[config.mk]
export PLATFORM = sky130hd
export DESIGN_NAME = sd_sector_capture
export DESIGN_NICKNAME = d
export VERILOG_FILES = /design/src/design/soc_pkg.sv /design/src/design/sd_sector_capture.sv
export VERILOG_INCLUDE_DIRS = /design/src /design/src/design
export SDC_FILE = /design/constraint.sdc
export NUM_CORES = 1
export LEC_CHECK = 0
export BUFFER_PORTS_ARGS = -buffer_cell sky130_fd_sc_hd__buf_2
export CORE_MARGIN = 4
export CORE_UTILIZATION = 42
export CTS_CLUSTER_DIAMETER = 50
export DETAILED_ROUTE_END_ITERATION = 16
export PLACE_DENSITY = 0.75
export SLEW_MARGIN = 25
export SYNTH_ARGS = -nofsm -noshare
export SYNTH_HDL_FRONTEND = slang
export SYNTH_SLANG_ARGS = --single-unit
[constraint.sdc]
create_clock -name CLOCK_50 -period 1.8 [get_ports CLOCK_50]
set_clock_uncertainty 0.1 [all_clocks]
set_input_delay 0.36 -clock CLOCK_50 [delete_from_list [all_inputs] [get_ports CLOCK_50]]
set_output_delay 0.36 -clock CLOCK_50 [all_outputs]
set_load 0.005 [all_outputs]
[src/design/soc_params.svh]
`ifndef SOC_PARAMS_SVH
`define SOC_PARAMS_SVH

// word RAM window
`define RAM_BASE      32'h0000_1000
// depth in 32-bit words, 4 KB in all
`define RAM_WORDS     1024

// keyboard ascii byte, read only
`define KEY_ADDR      32'h0000_2000

// sd card control and status registers
// sector number for the next read, write only
`define SDC_ADDR_REG  32'h0000_2010
// any write here starts a sector read
`define SDC_READ_REG  32'h0000_2014
// card ready bit
`define SDC_READY_REG 32'h0000_2018
// full sector sitting in the buffer
`define SDC_AVAIL_REG 32'h0000_201C

// sector buffer window, one byte per address
`define SDC_BASE      32'h0000_3000
`define SDC_BYTES     512

// interrupt vector raised on a key press
`define IRQ_KEY       4'd1

`endif
[src/design/soc_pkg.sv]
`default_nettype none

package soc_pkg;

    // bus byte address and data
    typedef logic [31:0] addr_t;
    typedef logic [63:0] data_t;
    // one RAM word
    typedef logic [31:0] word_t;
    // sd byte, ascii code, RAM byte lane
    typedef logic [7:0]  byte_t;
    // position inside a 512-byte sector
    typedef logic [8:0]  sd_index_t;
    typedef logic [31:0] sector_addr_t;
    typedef logic [3:0]  irq_vec_t;

    // low two bits give the width, bit 2 marks unsigned
    typedef enum logic [2:0] {
        size_b  = 3'b000,
        size_h  = 3'b001,
        size_w  = 3'b010,
        size_d  = 3'b011,
        size_bu = 3'b100,
        size_hu = 3'b101,
        size_wu = 3'b110
    } access_size_e;

endpackage

`default_nettype wire

[src/design/sd_sector_capture.sv]
`timescale 1ns/100ps
`default_nettype none

`include "soc_params.svh"

module sd_sector_capture
    import soc_pkg::*;
(
    input  wire         CLOCK_50,
    input  wire         KEY0,
    input  wire byte_t  sd_dout,
    input  wire         sd_byte_available,
    output logic        buf_we,
    output sd_index_t   buf_waddr,
    output byte_t       buf_wdata,
    output logic        sector_available
);

    // byte strobe one cycle back, for the rising edge
    logic      strobe_d;
    // next free slot in the sector, wraps after the last byte
    sd_index_t byte_index;

    // one buffer write per strobe edge, in the edge cycle itself
    assign buf_we    = sd_byte_available && !strobe_d;
    assign buf_waddr = byte_index;
    assign buf_wdata = sd_dout;

    always_ff @(posedge CLOCK_50 or negedge KEY0) begin
        if (!KEY0) begin
            strobe_d         <= 1'b0;
            byte_index       <= '0;
            sector_available <= 1'b0;
        end else begin
            strobe_d <= sd_byte_available;
            if (buf_we) begin
                byte_index <= byte_index + 1'b1;
                // last byte of the sector just went in
                if (byte_index == sd_index_t'(`SDC_BYTES - 1)) begin
                    sector_available <= 1'b1;
                // first byte of a new sector, old one is being overwritten
                end else if (byte_index == '0) begin
                    sector_available <= 1'b0;
                end
            end
        end
    end

endmodule

`default_nettype wire

Yosys cells after proc, flatten, opt, wreduce, memory -nomap -nowiden
Cells that the tools add are included.

Memories: 0. Bits in writable memories: 0. Input bits: 11. Memory bits (read-only): 0. Bits in latches: 0. Bits in registers: 11. Output and inout bits: 19.

Mux-type cells: 2. Magnitude comparators: 0. Eq/ne operators: 1. Multiply operators: 0. Add/sub/neg operators: 1. Bitwise operators: 0. Reduce and logical (&&, ||, !) cells: 5. Shifts and indexed selects: 0. Div/mod/pow operators: 0.

Operators with widths (number): $add 9x1->9 const B (1); $eq 9x9->1 const B (1); $logic_not 9->1 (1); $mux 1 (2); $reduce_and 2->1 (1); $reduce_bool 2->1 (1); $logic_and 1x1->1 (1); $logic_not 1->1 (1).

Longest topological paths before layout
Depth after elaboration: 3. Gate-level depth with buffers: 6. Mapped depth without buffers: 6.

Worst setup path before layout
OpenSTA, ideal clock, no wires.

Kind: flip-flop to flip-flop. Start: register byte_index[0], in the netlist buf_waddr[0]. End: register sector_available. Data arrival time: 1.400 ns. Slack: 0.175 ns. Library setup time: 0.125 ns. Stages on the path, launching flop included: 7. Cells stage by stage: dfrtp_1 > inv_1 > ha_1 > nor4b_1 > and3_1 > a31oi_1 > mux2_4.

Cells in the longest elaborated chain, start to end: 3. Elaborated cells on any way between the ends: 5.

Ends and longest elaborated chain: start, declared (line sd_sector_capture.sv:22) `sd_index_t byte_index;`; start signal, assigned (line sd_sector_capture.sv:37) `byte_index <= byte_index + 1'b1;`; $eq 9x9->1 or $logic_not 9->1 (tied branches) (line sd_sector_capture.sv:39, sd_sector_capture.sv:42); $reduce_bool 2->1 (no line); $reduce_and 2->1 (no line); end signal, assigned (line sd_sector_capture.sv:33) `sector_available <= 1'b0;`; end signal, assigned (line sd_sector_capture.sv:40) `sector_available <= 1'b1;`; end signal, assigned (line sd_sector_capture.sv:43) `sector_available <= 1'b0;`; end, declared (line sd_sector_capture.sv:16) `output logic sector_available`.

Parallel ways exist; a longest one is shown, timed or not. A chain may end at the register's enable or synchronous reset.

Worst setup path after layout
Ends and elaborated chain as after synthesis.

==> run metrics <==
area of the mapped netlist 577 um^2; share of layout cells above drive strength 1 0.365; non-filler cells, final 78; Yosys top cell by area dfrtp_1; Post-Syn Nets 66; worst r2r src buf_waddr[0]$_DFFE_PN0P_; delay-heaviest family, CP flip-flops; Avg Synthesized Cell Area 11.1 um^2; fmax 583 MHz; vias in the first global route 346; Period Utilization, post-route 0.953; antenna viol nets, final 0; synth cell count leaders dfrtp_1, buf_4, xnor2_1; placed inst area 601 um^2; register bit count reported by yosys 11; overall die width 45.1 um; Worst-Skew Late Latency 0.26 ns; clk root buf clkbuf_4; Hold WC Path Type input port to flop; Row Count 13; setup ws final about 0.084 ns; Pleak roughly 0.34 nW; Power, Total 785 uW; Finish-stage setup viols 0; Max Buffers Root-to-Sink 2; sequential cell area 275 um^2; Via density 4.95; max cap viols 0; startpoint class of the critical path flop; Post-synth EDFFs 0; Nets just under 80; ranking of synthesized cells by area dfrtp_1, buf_4, xnor2_1; clock slew at reported path FFs 0.07 ns; Worst VDD drop 0.490 mV; Worst path depth 6; Slew @ Worst Pin around 0.3 ns; DIE HEIGHT 45.1 um; Synthesis Warnings 0; Routability Congestion 0.678; number of buffers added on ports 13; launch point of the worst path buf_waddr[0]$_DFFE_PN0P_; fraction of registers with async set/reset 1.00; Avg WL per Cell 12.7 um; crit path cell chain inv_1 > ha_1 > nor4b_2 > and3_1 > a31oi_1 > mux2_4; fillers 137; cell count after synthesis 52; sequential power share 0.498; cell-internal power slightly above 500 uW; Switching Share 0.341; area of the core approximately 1300 um^2; vias 386; num ports 30; Final Hold Vio Count 0; RSZ-0062 raised after global routing no; Worst setup endpoint sector_available$_DFFE_PN0P_; busiest grt layer met1; met1 Track Usage GR 0.168; total gr overflow 0; first-pass GRT wire length between 1500 and 2000 um; initial antenna violation count 0; final hold slack 0.109 ns; antenna diode count 0; top-area cell type share of the netlist area 0.477; Final min period 1.72 ns; CTS tree yes; status completed; Worst Path Max Fanout 3; Worst R2R Setup Slack 0.08 ns; Multi-input gate area 233 um^2; crit end category flop; initial core utilization 0.443; RR Endpoint sector_available$_DFFE_PN0P_; Gate power share 0.291; slowest cell delay on critical path a little under 0.4 ns; Placed Cells slightly above 70; initial DRC count 0; Critical Path AT between 1.5 and 2 ns; grt met2 use 0.150; All-Layer GR Usage 0.113; Synth cell types 20; DP Worst Slack 0.0968 ns; die area approximately 2000 um^2; most common cell in the netlist dfrtp_1; Max Slew Vio Count 0; WL final 992 um; Post-Route Setup TNS 0 ns; Clock Power Share 0.210; Worst Path Buf+Inv 1; R2R cell count 6; met3 Usage GRT 0.0279; CTS Buf Count 3; Max stage delay cell, worst path dfrtp_1; Area growth, synth to finish 12.8%; largest net degree at the start of global routing 12; clk sink count 11; utilization after layout 0.500; relative slew slack 0.794; Post-route DRC 0; required time worst endpoint between 1.5 and 2 ns; Pre-Repair DR Iteration Count 1; htree depth 1; PwrDens 1210 nW/um^2; register area share after synthesis 0.477; Design Area, Final 651 um^2; NetSw 268 uW; critical path type flop to flop; Synth Flop Type dfrtp_1
[cells by family after synthesis]
group	after synthesis	synth area share
adder cells (fa/ha/maj)	3	0.0651
XOR/XNOR	7	0.106
buffers and inverters	11	0.130
AO/OA/AOI/OAI	2	0.0195
multiplexers	2	0.0455
flip-flops	11	0.477
AND/OR/NAND/NOR	16	0.156
[routing by layer]
layer,up-vias,share of wire
li1,193,-
met1,180,0.44
met2,11,0.47
met4,0,0.012
met5,-,0
met3,2,0.070
[layout make-up]
| cell class | instances | share of cell area |
|---|---|---|
| Sequential cell | 11 | 0.423 |
| Multi-Input combinational cell | 30 | 0.358 |
| Timing Repair Buffer | 16 | 0.138 |
| Clock buffer | 4 | 0.0404 |
| Tap cell | 15 | 0.0288 |
| Inverter | 2 | 0.0115 |
[power groups by stage]
stage / combinational, mW / sequential [mW] / clock (mW)
2_1_floorplan: 0.126 / 0.384 / 0
3_3_place_gp: 0.199 / 0.389 / 0
3_5_place_dp: 0.202 / 0.394 / 0
4_1_cts: 0.208 / 0.389 / 0.174
5_1_grt: 0.258 / 0.403 / 0.187
6_report: 0.229 / 0.391 / 0.165
[state kept, by name (all words and copies together) (netlist names)]
register          count
strobe_d              1
buf_waddr             9
sector_available      1
[worst min-delay path by stage]
| stage | startpoint | end | depth (start not counted) |
|---|---|---|---|
| 2_1_floorplan | KEY0 | buf_waddr[0]$_DFFE_PN0P_ | 0 |
| 3_3_place_gp | KEY0 | strobe_d$_DFF_PN0_ | 1 |
| 3_5_place_dp | KEY0 | strobe_d$_DFF_PN0_ | 1 |
| 4_1_cts | sd_byte_available | strobe_d$_DFF_PN0_ | 1 |
| 5_1_grt | sd_byte_available | strobe_d$_DFF_PN0_ | 1 |
| 6_report | sd_byte_available | strobe_d$_DFF_PN0_ | 1 |
[timing repair]
item	4_1_cts	5_1_grt
setup endpoints to repair	0	1
hold buffers	1	0
setup buffers	0	1
endpoints found under the hold margin	11	0
resized for setup	0	1
[cells in the final DEF, fill, tap and decap left out]
cell / synthesis / final
dfrtp_1: 11 / 11
xnor2_1: 5 / 5
dlygate4sd3_1: 0 / 1
nand3_1: 1 / 1
mux2_4: 1 / 1
clkbuf_4: 0 / 3
xor2_1: 2 / 2
o21ai_0: 1 / 1
a31oi_1: 1 / 1
nor2b_1: 1 / 1
nor2_2: 1 / 1
clkbuf_1: 0 / 1
nand4_1: 4 / 4
mux2_2: 1 / 1
nor4b_2: 0 / 1
nor2_1: 2 / 2
nand2_1: 3 / 3
buf_4: 9 / 2
ha_1: 3 / 3
and3_2: 1 / 1
inv_1: 2 / 2
buf_2: 0 / 13
nor4_1: 1 / 1
and3_1: 1 / 1
(Power assumes the default switching activity.)
